`src/h2a_pkg.sv`:
```
package h2a_pkg;

    ////////////////////////////////////////////////////////////
    // widths and constants
    ////////////////////////////////////////////////////////////

    // descriptor and data path widths
    localparam int DSC_W      = 256;
    localparam int DATA_W     = 64;
    localparam int ADDR_W     = 64;

    // one beat is DATA_W/8 bytes, shift turns bytes into beats
    localparam int BEAT_BYTES = 8;
    localparam int BEAT_SHIFT = 3;

    // byte length field, beat count keeps LEN_W - BEAT_SHIFT bits
    localparam int LEN_W      = 28;
    localparam int CNT_W      = 25;

    // channels and completion record fields
    localparam int CH_W       = 2;
    localparam int NUM_CH     = 4;
    localparam int ID_W       = 30;

    // read id is {channel, engine id}
    localparam int AXI_ID_W   = 5;
    localparam logic [2:0] ENGINE_ID = 3'b001;

    localparam int MAGIC_W    = 16;
    localparam logic [MAGIC_W-1:0] DSC_MAGIC = 16'had4b;

    // address increment per beat
    localparam logic [ADDR_W-1:0] ADDR_STEP = ADDR_W'(BEAT_BYTES);

    // read data FIFO entries
    localparam int RDATA_DEPTH = 8;

    ////////////////////////////////////////////////////////////
    // descriptor field positions (lowest bit of each field)
    ////////////////////////////////////////////////////////////

    localparam int IRQ_BIT    = 1;
    localparam int EOP_BIT    = 4;
    localparam int MAGIC_LSB  = 16;
    localparam int LEN_LSB    = 32;
    localparam int SRC_LSB    = 64;
    localparam int ID_LSB     = 192;
    localparam int CH_LSB     = 222;

    // completion record, 99 bits
    typedef struct packed {
        logic [ADDR_W-1:0] err_addr;
        logic              irq;
        logic [CH_W-1:0]   channel;
        logic [ID_W-1:0]   dsc_id;
        logic              complete;
        logic              error;
    } cmp_rec_t;

    // read FIFO payload
    typedef logic [DATA_W-1:0] rbeat_t;

endpackage

```
`src/h2a_dsc_if.sv`:
```
`timescale 1ns/100ps

interface h2a_dsc_if;

    // one-cycle pulse when a valid descriptor is accepted
    logic                           start;

    // descriptor fields, stable while the descriptor is in flight
    logic [h2a_pkg::ADDR_W-1:0]     src_addr;
    logic [h2a_pkg::CNT_W-1:0]      beats;
    logic [h2a_pkg::CH_W-1:0]       channel;
    logic [h2a_pkg::ID_W-1:0]       dsc_id;
    logic                           irq;
    logic                           eop;

    // end of stream side and end of completion handshake
    logic                           stream_done;
    logic                           cmp_done;

    modport dispatch (output start, src_addr, beats, channel, dsc_id, irq, eop,
                      input  cmp_done);

    modport writer   (input  start, beats, eop,
                      output stream_done);

    modport cmp      (input  start, src_addr, beats, channel, dsc_id, irq, eop, stream_done,
                      output cmp_done);

endinterface

```
`src/h2a_fifo.sv`:
```
`timescale 1ns/100ps

module h2a_fifo #(
    parameter type payload_t = logic [7:0],
    parameter int  DEPTH     = 2
) (
    input  logic     clk,
    input  logic     rst_n,
    input  logic     wr_en,
    input  payload_t wr_data,
    input  logic     rd_en,
    output payload_t rd_data,
    output logic     valid,
    output logic     full
);

    // pointer and occupancy widths follow DEPTH
    localparam int PTR_W = (DEPTH > 1) ? $clog2(DEPTH) : 1;
    localparam int OCC_W = $clog2(DEPTH + 1);

    payload_t         mem [DEPTH];
    logic [PTR_W-1:0] wr_ptr;
    logic [PTR_W-1:0] rd_ptr;
    logic [OCC_W-1:0] count;
    logic             do_wr;
    logic             do_rd;

    // wrap at DEPTH-1 so non power of two depths work
    function automatic logic [PTR_W-1:0] ptr_next(input logic [PTR_W-1:0] ptr);
        if (ptr == PTR_W'(DEPTH - 1)) begin
            return '0;
        end
        return ptr + 1'b1;
    endfunction

    assign full  = (count == OCC_W'(DEPTH));
    assign valid = (count != '0);

    // writes into a full FIFO and reads from an empty one are ignored
    assign do_wr = wr_en & ~full;
    assign do_rd = rd_en & valid;

    // first word fall through, head is always on rd_data
    assign rd_data = mem[rd_ptr];

    always_ff @(posedge clk) begin
        if (do_wr) begin
            mem[wr_ptr] <= wr_data;
        end
    end

    always_ff @(posedge clk or negedge rst_n) begin
        if (!rst_n) begin
            wr_ptr <= '0;
            rd_ptr <= '0;
            count  <= '0;
        end else begin
            if (do_wr) begin
                wr_ptr <= ptr_next(wr_ptr);
            end
            if (do_rd) begin
                rd_ptr <= ptr_next(rd_ptr);
            end
            // occupancy only moves when exactly one side is active
            case ({do_wr, do_rd})
                2'b10:   count <= count + 1'b1;
                2'b01:   count <= count - 1'b1;
                default: count <= count;
            endcase
        end
    end

endmodule

```
`src/h2a_rd_dispatch.sv`:
```
`timescale 1ns/100ps

module h2a_rd_dispatch (
    input  logic                           clk,
    input  logic                           rst_n,
    input  logic                           head_valid,
    input  logic [h2a_pkg::DSC_W-1:0]      head,
    output logic                           pop,
    h2a_dsc_if.dispatch                    dsc,
    output logic                           lcl_rd_valid,
    output logic [h2a_pkg::ADDR_W-1:0]     lcl_rd_ea,
    output logic [h2a_pkg::AXI_ID_W-1:0]   lcl_rd_axi_id,
    output logic                           lcl_rd_first,
    output logic                           lcl_rd_last,
    input  logic                           lcl_rd_ready
);

    logic                          busy;
    logic                          magic_ok;
    logic                          rd_issue;
    logic [h2a_pkg::LEN_W-1:0]     head_len;
    logic [h2a_pkg::CNT_W-1:0]     req_cnt;
    logic [h2a_pkg::CNT_W-1:0]     req_num;
    logic [h2a_pkg::ADDR_W-1:0]    req_addr;

    ////////////////////////////////////////////////////////////
    // parser
    ////////////////////////////////////////////////////////////

    // take the head whenever idle, bad magic is simply dropped
    assign pop      = head_valid & ~busy;
    assign magic_ok = (head[h2a_pkg::MAGIC_LSB +: h2a_pkg::MAGIC_W] == h2a_pkg::DSC_MAGIC);
    assign head_len = head[h2a_pkg::LEN_LSB +: h2a_pkg::LEN_W];

    // descriptor context, loaded once per accepted descriptor
    always_ff @(posedge clk) begin
        if (pop && magic_ok) begin
            dsc.src_addr <= head[h2a_pkg::SRC_LSB +: h2a_pkg::ADDR_W];
            // partial beat at the tail is truncated
            dsc.beats    <= head_len[h2a_pkg::LEN_W-1:h2a_pkg::BEAT_SHIFT];
            dsc.channel  <= head[h2a_pkg::CH_LSB +: h2a_pkg::CH_W];
            dsc.dsc_id   <= head[h2a_pkg::ID_LSB +: h2a_pkg::ID_W];
            dsc.irq      <= head[h2a_pkg::IRQ_BIT];
            dsc.eop      <= head[h2a_pkg::EOP_BIT];
        end
    end

    ////////////////////////////////////////////////////////////
    // read request dispatch
    ////////////////////////////////////////////////////////////

    assign rd_issue = lcl_rd_valid & lcl_rd_ready;

    always_ff @(posedge clk or negedge rst_n) begin
        if (!rst_n) begin
            busy      <= 1'b0;
            dsc.start <= 1'b0;
            req_cnt   <= '0;
            req_num   <= '0;
            req_addr  <= '0;
        end else begin
            dsc.start <= pop & magic_ok;
            if (pop && magic_ok) begin
                busy     <= 1'b1;
                req_cnt  <= head_len[h2a_pkg::LEN_W-1:h2a_pkg::BEAT_SHIFT];
                req_num  <= head_len[h2a_pkg::LEN_W-1:h2a_pkg::BEAT_SHIFT];
                req_addr <= head[h2a_pkg::SRC_LSB +: h2a_pkg::ADDR_W];
            end else begin
                // one descriptor in flight until the host answers
                if (dsc.cmp_done) begin
                    busy <= 1'b0;
                end
                if (rd_issue) begin
                    req_cnt  <= req_cnt - 1;
                    req_addr <= req_addr + h2a_pkg::ADDR_STEP;
                end
            end
        end
    end

    // request outputs, held until the port takes them
    assign lcl_rd_valid  = (req_cnt != '0);
    assign lcl_rd_ea     = req_addr;
    assign lcl_rd_axi_id = {dsc.channel, h2a_pkg::ENGINE_ID};
    assign lcl_rd_first  = lcl_rd_valid & (req_cnt == req_num);
    assign lcl_rd_last   = (req_cnt == 1);

endmodule

```
`src/h2a_st_writer.sv`:
```
`timescale 1ns/100ps

module h2a_st_writer (
    input  logic                         clk,
    input  logic                         rst_n,
    h2a_dsc_if.writer                    dsc,
    input  logic                         fifo_valid,
    input  h2a_pkg::rbeat_t              fifo_data,
    output logic                         fifo_rd,
    output logic                         m_axis_tvalid,
    input  logic                         m_axis_tready,
    output logic [h2a_pkg::DATA_W-1:0]   m_axis_tdata,
    output logic                         m_axis_tlast
);

    // beats still to be sent for the active descriptor
    logic [h2a_pkg::CNT_W-1:0] beat_cnt;
    logic                      active;
    logic                      st_xfer;

    // only beats of the current descriptor leave the FIFO
    assign m_axis_tvalid = fifo_valid & (beat_cnt != '0);
    assign m_axis_tdata  = fifo_data;
    assign m_axis_tlast  = dsc.eop & (beat_cnt == 1);

    assign st_xfer = m_axis_tvalid & m_axis_tready;
    assign fifo_rd = st_xfer;

    // zero length descriptors end one cycle after start
    assign dsc.stream_done = active & (beat_cnt == '0);

    always_ff @(posedge clk or negedge rst_n) begin
        if (!rst_n) begin
            beat_cnt <= '0;
            active   <= 1'b0;
        end else begin
            if (dsc.start) begin
                beat_cnt <= dsc.beats;
                active   <= 1'b1;
            end else begin
                if (st_xfer) begin
                    beat_cnt <= beat_cnt - 1;
                end
                // single done pulse per descriptor
                if (dsc.stream_done) begin
                    active <= 1'b0;
                end
            end
        end
    end

endmodule

```
`src/h2a_cmp_ctrl.sv`:
```
`timescale 1ns/100ps

module h2a_cmp_ctrl (
    input  logic                         clk,
    input  logic                         rst_n,
    h2a_dsc_if.cmp                       dsc,
    input  logic                         rx_beat,
    input  logic                         rx_err,
    output logic [h2a_pkg::NUM_CH-1:0]   cmp_valid,
    output h2a_pkg::cmp_rec_t            cmp_data,
    input  logic [h2a_pkg::NUM_CH-1:0]   cmp_resp
);

    logic [h2a_pkg::ADDR_W-1:0]  rx_addr;
    logic [h2a_pkg::ADDR_W-1:0]  err_addr;
    logic                        err_flag;
    logic [h2a_pkg::NUM_CH-1:0]  ch_sel;

    ////////////////////////////////////////////////////////////
    // read error tracking
    ////////////////////////////////////////////////////////////

    // address of the beat being received, steps once per beat
    always_ff @(posedge clk) begin
        if (dsc.start) begin
            rx_addr  <= dsc.src_addr;
            err_addr <= '0;
        end else if (rx_beat) begin
            rx_addr <= rx_addr + h2a_pkg::ADDR_STEP;
            // keep the first errored beat only
            if (rx_err && !err_flag) begin
                err_addr <= rx_addr;
            end
        end
    end

    // sticky for the life of one descriptor
    always_ff @(posedge clk or negedge rst_n) begin
        if (!rst_n) begin
            err_flag <= 1'b0;
        end else if (dsc.start) begin
            err_flag <= 1'b0;
        end else if (rx_beat && rx_err) begin
            err_flag <= 1'b1;
        end
    end

    ////////////////////////////////////////////////////////////
    // completion handshake
    ////////////////////////////////////////////////////////////

    always_comb begin
        ch_sel              = '0;
        ch_sel[dsc.channel] = 1'b1;
    end

    // record captured once, held until the host answers
    always_ff @(posedge clk) begin
        if (dsc.stream_done) begin
            cmp_data.err_addr <= err_addr;
            cmp_data.irq      <= dsc.irq;
            cmp_data.channel  <= dsc.channel;
            cmp_data.dsc_id   <= dsc.dsc_id;
            cmp_data.complete <= 1'b1;
            cmp_data.error    <= err_flag;
        end
    end

    always_ff @(posedge clk or negedge rst_n) begin
        if (!rst_n) begin
            cmp_valid <= '0;
        end else if (dsc.stream_done) begin
            cmp_valid <= cmp_valid | ch_sel;
        end else begin
            cmp_valid <= cmp_valid & ~cmp_resp;
        end
    end

    // only the active channel can be valid
    assign dsc.cmp_done = |(cmp_valid & cmp_resp);

endmodule

```
`src/h2a_st_engine.sv`:
```
`timescale 1ns/100ps

module h2a_st_engine (
    input  logic                           clk,
    input  logic                           rst_n,
    // descriptor input
    input  logic                           dsc_valid,
    output logic                           dsc_ready,
    input  logic [h2a_pkg::DSC_W-1:0]      dsc_data,
    // local read request
    output logic                           lcl_rd_valid,
    output logic [h2a_pkg::ADDR_W-1:0]     lcl_rd_ea,
    output logic [h2a_pkg::AXI_ID_W-1:0]   lcl_rd_axi_id,
    output logic                           lcl_rd_first,
    output logic                           lcl_rd_last,
    input  logic                           lcl_rd_ready,
    // local read data
    input  logic                           lcl_rd_data_valid,
    input  logic [h2a_pkg::DATA_W-1:0]     lcl_rd_data,
    input  logic                           lcl_rd_rsp_code,
    output logic                           lcl_rd_rsp_ready,
    // AXI4-Stream master
    output logic                           m_axis_tvalid,
    input  logic                           m_axis_tready,
    output logic [h2a_pkg::DATA_W-1:0]     m_axis_tdata,
    output logic                           m_axis_tlast,
    output logic [h2a_pkg::AXI_ID_W-1:0]   m_axis_tid,
    // completion
    output logic [h2a_pkg::NUM_CH-1:0]     cmp_valid,
    output h2a_pkg::cmp_rec_t              cmp_data,
    input  logic [h2a_pkg::NUM_CH-1:0]     cmp_resp
);

    logic                        dsc_full;
    logic                        head_valid;
    logic [h2a_pkg::DSC_W-1:0]   head;
    logic                        head_pop;
    logic                        rx_beat;
    logic                        rdata_full;
    logic                        rdata_valid;
    logic                        rdata_rd;
    h2a_pkg::rbeat_t             rdata_head;

    h2a_dsc_if dsc_bus ();

    ////////////////////////////////////////////////////////////
    // descriptor queue, two entries
    ////////////////////////////////////////////////////////////

    assign dsc_ready = ~dsc_full;

    h2a_fifo #(
        .payload_t (logic [h2a_pkg::DSC_W-1:0]),
        .DEPTH     (2)
    ) dsc_queue (
        .clk     (clk),
        .rst_n   (rst_n),
        .wr_en   (dsc_valid & dsc_ready),
        .wr_data (dsc_data),
        .rd_en   (head_pop),
        .rd_data (head),
        .valid   (head_valid),
        .full    (dsc_full)
    );

    h2a_rd_dispatch u_dispatch (
        .clk           (clk),
        .rst_n         (rst_n),
        .head_valid    (head_valid),
        .head          (head),
        .pop           (head_pop),
        .dsc           (dsc_bus.dispatch),
        .lcl_rd_valid  (lcl_rd_valid),
        .lcl_rd_ea     (lcl_rd_ea),
        .lcl_rd_axi_id (lcl_rd_axi_id),
        .lcl_rd_first  (lcl_rd_first),
        .lcl_rd_last   (lcl_rd_last),
        .lcl_rd_ready  (lcl_rd_ready)
    );

    ////////////////////////////////////////////////////////////
    // read data path
    ////////////////////////////////////////////////////////////

    // host only drives data valid while rsp_ready is high
    assign lcl_rd_rsp_ready = ~rdata_full;
    assign rx_beat          = lcl_rd_data_valid & lcl_rd_rsp_ready;

    h2a_fifo #(
        .payload_t (h2a_pkg::rbeat_t),
        .DEPTH     (h2a_pkg::RDATA_DEPTH)
    ) rdata_fifo (
        .clk     (clk),
        .rst_n   (rst_n),
        .wr_en   (rx_beat),
        .wr_data (lcl_rd_data),
        .rd_en   (rdata_rd),
        .rd_data (rdata_head),
        .valid   (rdata_valid),
        .full    (rdata_full)
    );

    h2a_st_writer u_writer (
        .clk           (clk),
        .rst_n         (rst_n),
        .dsc           (dsc_bus.writer),
        .fifo_valid    (rdata_valid),
        .fifo_data     (rdata_head),
        .fifo_rd       (rdata_rd),
        .m_axis_tvalid (m_axis_tvalid),
        .m_axis_tready (m_axis_tready),
        .m_axis_tdata  (m_axis_tdata),
        .m_axis_tlast  (m_axis_tlast)
    );

    // stream id carries the channel, zero extended
    assign m_axis_tid = {{(h2a_pkg::AXI_ID_W - h2a_pkg::CH_W){1'b0}}, dsc_bus.channel};

    h2a_cmp_ctrl u_cmp (
        .clk       (clk),
        .rst_n     (rst_n),
        .dsc       (dsc_bus.cmp),
        .rx_beat   (rx_beat),
        .rx_err    (lcl_rd_rsp_code),
        .cmp_valid (cmp_valid),
        .cmp_data  (cmp_data),
        .cmp_resp  (cmp_resp)
    );

endmodule

```
`config.mk`:
```
export PLATFORM = sky130hd
export DESIGN_NAME = h2a_st_engine
export DESIGN_NICKNAME = d
export VERILOG_FILES = /design/src/h2a_pkg.sv /design/src/h2a_dsc_if.sv /design/src/h2a_fifo.sv /design/src/h2a_rd_dispatch.sv /design/src/h2a_st_writer.sv /design/src/h2a_cmp_ctrl.sv /design/src/h2a_st_engine.sv
export SDC_FILE = /design/constraint.sdc
export NUM_CORES = 2
export LEC_CHECK = 0
export BUFFER_PORTS_ARGS = -buffer_cell sky130_fd_sc_hd__clkbuf_2
export CORE_MARGIN = 3
export CORE_UTILIZATION = 55
export CTS_CLUSTER_SIZE = 24
export DETAILED_ROUTE_END_ITERATION = 7
export PLACE_DENSITY = 0.8
export SYNTH_ARGS = -nofsm -noshare
export SYNTH_HDL_FRONTEND = slang
export SYNTH_SLANG_ARGS = --single-unit
```
`constraint.sdc`:
```
create_clock -name clk -period 15.45 [get_ports clk]
set_clock_uncertainty 0.15 [all_clocks]
set_input_delay 3.09 -clock clk [delete_from_list [all_inputs] [get_ports clk]]
set_output_delay 3.09 -clock clk [all_outputs]
set_load 0.05 [all_outputs]
```
==> flow_metrics.py <==
metrics = {
    "sta": {
        "fmax_mhz": 138,
        "setup_viol": 0,
        "min_period_ps": 7230,
        "tightest_slew_ps": 1170,
        "whs_ps": 263,
        "fin_ws_ps": 8220,
        "finalSetupTns_ps": 0,
        "hold_viol": 0,
        "report.final.slew_viol_count": 0,
        "slew_headroom_pct": 21.8,
        "rsz0062_at_grt": "false",
        "period_share_pct": 46.8,
    },
    "layout": {
        "design_area_um2": 58100,
        "final_core_util_pct": 64.2,
        "instances_no_fill": 4809,
        "drive_above_1_share_pct": 28.8,
        "final_nets": 3873,
        "syn2layout_area_growth_pct": 15.3,
    },
    "placement": {
        "place_area_um2": 54000,
        "portBuffers": 454,
        "dp_hpwl_um": 67000,
        "place.gp.congestion": 0.880,
        "dp_cells": 4569,
        "post-place-ws_ps": 9080,
    },
    "pwr": {
        "finalPower_mw": 10.2,
        "p_per_area_nw_per_um2": 176,
        "worst_ir_drop_vdd_v": 0.000162,
        "leakagePower_nw": 20.2,
    },
    "worst_setup_path": {
        "r2r_start": "dsc_queue.rd_ptr$_DFFE_PN0P_",
        "critPathLaunch": "u_dispatch.req_cnt[4]$_DFFE_PN0P_",
        "start_kind": "flop",
        "cp_top_family": "simple AND/OR/NAND/NOR gates",
        "cp.depth": 5,
        "r2r_end": "u_dispatch.lcl_rd_ea[0]$_DFFE_PN0P_",
        "worst-r2r-setup-slack_ps": 11780,
        "path_buf_inv": 1,
        "crit_path_top_delay_cell": "nor3_4",
        "worstPathArrival_ps": 3990,
        "critPathMaxStageDelay_ps": 1030,
        "critPathCapture": "lcl_rd_first",
        "r2r_cells": 6,
        "cp-end-kind": "output pin",
        "cp_cell_sequence": "nor4_1 > nand3_1 > nor3_4 > nor3_1 > clkbuf_2",
        "cp_max_fo": 23,
        "required_ps": 12210,
        "crit_type": "flop to output pin",
    },
    "clocking": {
        "cts_inserted_buffers": 132,
        "cts_hold_buffers": 0,
        "cts_max_level": 4,
        "clk_latency_ps": 730,
        "root_buffer": "clkbuf_16",
        "cts.sinks": 1300,
        "cts_resized": 0,
        "clock_path_buffers": 3,
        "post_cts_buffers": 0,
        "clk_pin_slew_ps": 60,
        "cts_tree": "yes",
    },
    "grt": {
        "grt_use_total_pct": 22.5,
        "grt_max_degree": 105,
        "grt_pass1_wl_um": 163000,
        "antenna_found_initial": 7,
        "grt_pass1_vias": 27600,
        "grt-ovfl-total": 0,
    },
    "route": {
        "firstDrtPassIters": 6,
        "wl_um": 108000,
        "drc": 0,
        "drtIter0Drc": 3104,
        "via_count": 27700,
        "routedWlPerCell_um": 22.4,
        "vias_per_cell": 5.75,
        "antenna_left": 0,
    },
    "floorplan": {
        "rows": 110,
        "die_width_um": 309,
        "die-area_um2": 95300,
        "die_y_um": 309,
        "initial_core_util_pct": 55.7,
        "core_area_um2": 90400,
        "io_pins": 579,
    },
    "hold_path": {
        "worstHoldStart": "u_dispatch.dsc.dsc_id[9]$_DFFE_PP_",
        "hp-class": "flop to flop",
    },
    "yosys": {
        "syn_avg_cell_area_um2": 16.6,
        "synth.area.top_cells": "edfxtp_1 (64%), dfrtp_1 (8.0%), mux4_2 (5.7%), mux2_2 (4.6%), dfxtp_1 (2.5%)",
        "yosys_warnings": 0,
        "async_flop_share_pct": 12.4,
        "syn_area_um2": 50400,
        "synth_ff_type": "edfxtp_1",
        "yosysUniqueCellTypes": 67,
        "yosysSeqAreaShare_pct": 74.6,
        "synth_top_cell_by_area": "edfxtp_1",
        "ys_seq_elements": 1300,
        "synth-edff-count": 1075,
        "syn_inst": 3038,
        "synth_top_area_share_pct": 64.1,
    },
    "status": {
        "status": "complete, no violations",
    },
    "job": {
        "maxCapViolCount": 0,
    },
}
[cells by family (layout without fill, tap and decap cells)]
logic type	count (synthesis)	count (layout)	synth area share [%]
XOR/XNOR	187	187	3.25
AND/OR/NAND/NOR	761	761	7.11
buffers and inverters	174	759	1.38
other	2	12	0.0149
flip-flops	1300	1300	74.6
multiplexers	336	336	10.4
AO/OA/AOI/OAI	263	263	2.87
adder cells (fa/ha/maj)	15	15	0.387
[metal layers]
| metal | global-route usage (%) | vias to the layer above | share of wire, % |
|---|---|---|---|
| li1 | - | 12500 | - |
| met1 | 30.3 | 13800 | 40 |
| met2 | 36.9 | 1124 | 49 |
| met3 | 5.50 | 181 | 8.9 |
| met4 | 6.77 | 2 | 2.2 |
| met5 | 0 | - | 0.012 |
[layout by cell type, fill, tap and decap left out, types with 8 or more instances in the layout]
master,count
edfxtp_1,1075
nand2_1,277
or4_1,9
nand4_1,43
buf_4,37
xnor2_1,103
nor3_1,54
clkbuf_16,134
mux4_2,128
o21ai_0,79
nor2_1,185
dfxtp_1,64
ha_1,14
clkbuf_2,453
and3_1,16
clkinv_1,21
and4_1,13
inv_6,8
inv_1,31
nand3_1,59
nand2b_1,8
mux2_2,205
nor4_1,40
dfrtp_1,156
clkbuf_1,30
a21oi_1,148
or3_1,10
xor2_1,84
clkinv_2,19
[worst min path at each step]
stage / end / slack (ps) / cells past startpoint
after global placement: u_cmp.cmp_data[3]$_DFFE_PP_ / 250 / 0
after CTS: u_cmp.cmp_data[13]$_DFFE_PP_ / 270 / 0
after global routing: u_cmp.cmp_data[10]$_DFFE_PP_ / 270 / 0
after detailed placement: u_cmp.cmp_data[11]$_DFFE_PP_ / 250 / 0
after floorplan: u_cmp.cmp_data[10]$_DFFE_PP_ / 250 / 0
final: u_cmp.cmp_data[11]$_DFFE_PP_ / 260 / 0
[synth_stat cells, drive strengths merged (64+ instances only)]
cell	instances
edfxtp	1075
nand2	277
mux2	205
nor2	187
dfrtp	161
a21oi	148
mux4	128
clkbuf	107
xnor2	103
xor2	84
o21ai	80
dfxtp	64
[power by group]
part	switching [mW]	total [mW]	internal (mW)
combinational	1.54	2.46	0.926
clock	1.30	3.03	1.73
sequential	0.313	4.73	4.42
[final cells by class]
cell class / instances / area [um2]
clock inverter: 66 / 576
timing repair buffer: 492 / 2580
fill: 6141 / 32300
sequential: 1300 / 37600
clock buffer: 169 / 3530
inverter: 32 / 125
antenna: 5 / 12.5
tap: 1176 / 1470
multi-input combinational: 1569 / 12200
[sequential cells by signal (all words and copies together), names as in the netlist, 30 cells and up]
| signal | count |
|---|---|
| dsc_queue.mem | 278 |
| rdata_fifo.mem | 512 |
| u_cmp.cmp_data | 98 |
| u_cmp.err_addr | 64 |
| u_cmp.rx_addr | 64 |
| u_dispatch.dsc.dsc_id | 30 |
| u_dispatch.dsc.src_addr | 64 |
| u_dispatch.lcl_rd_ea | 64 |
No activity file was read; power rests on OpenSTA's default activity.
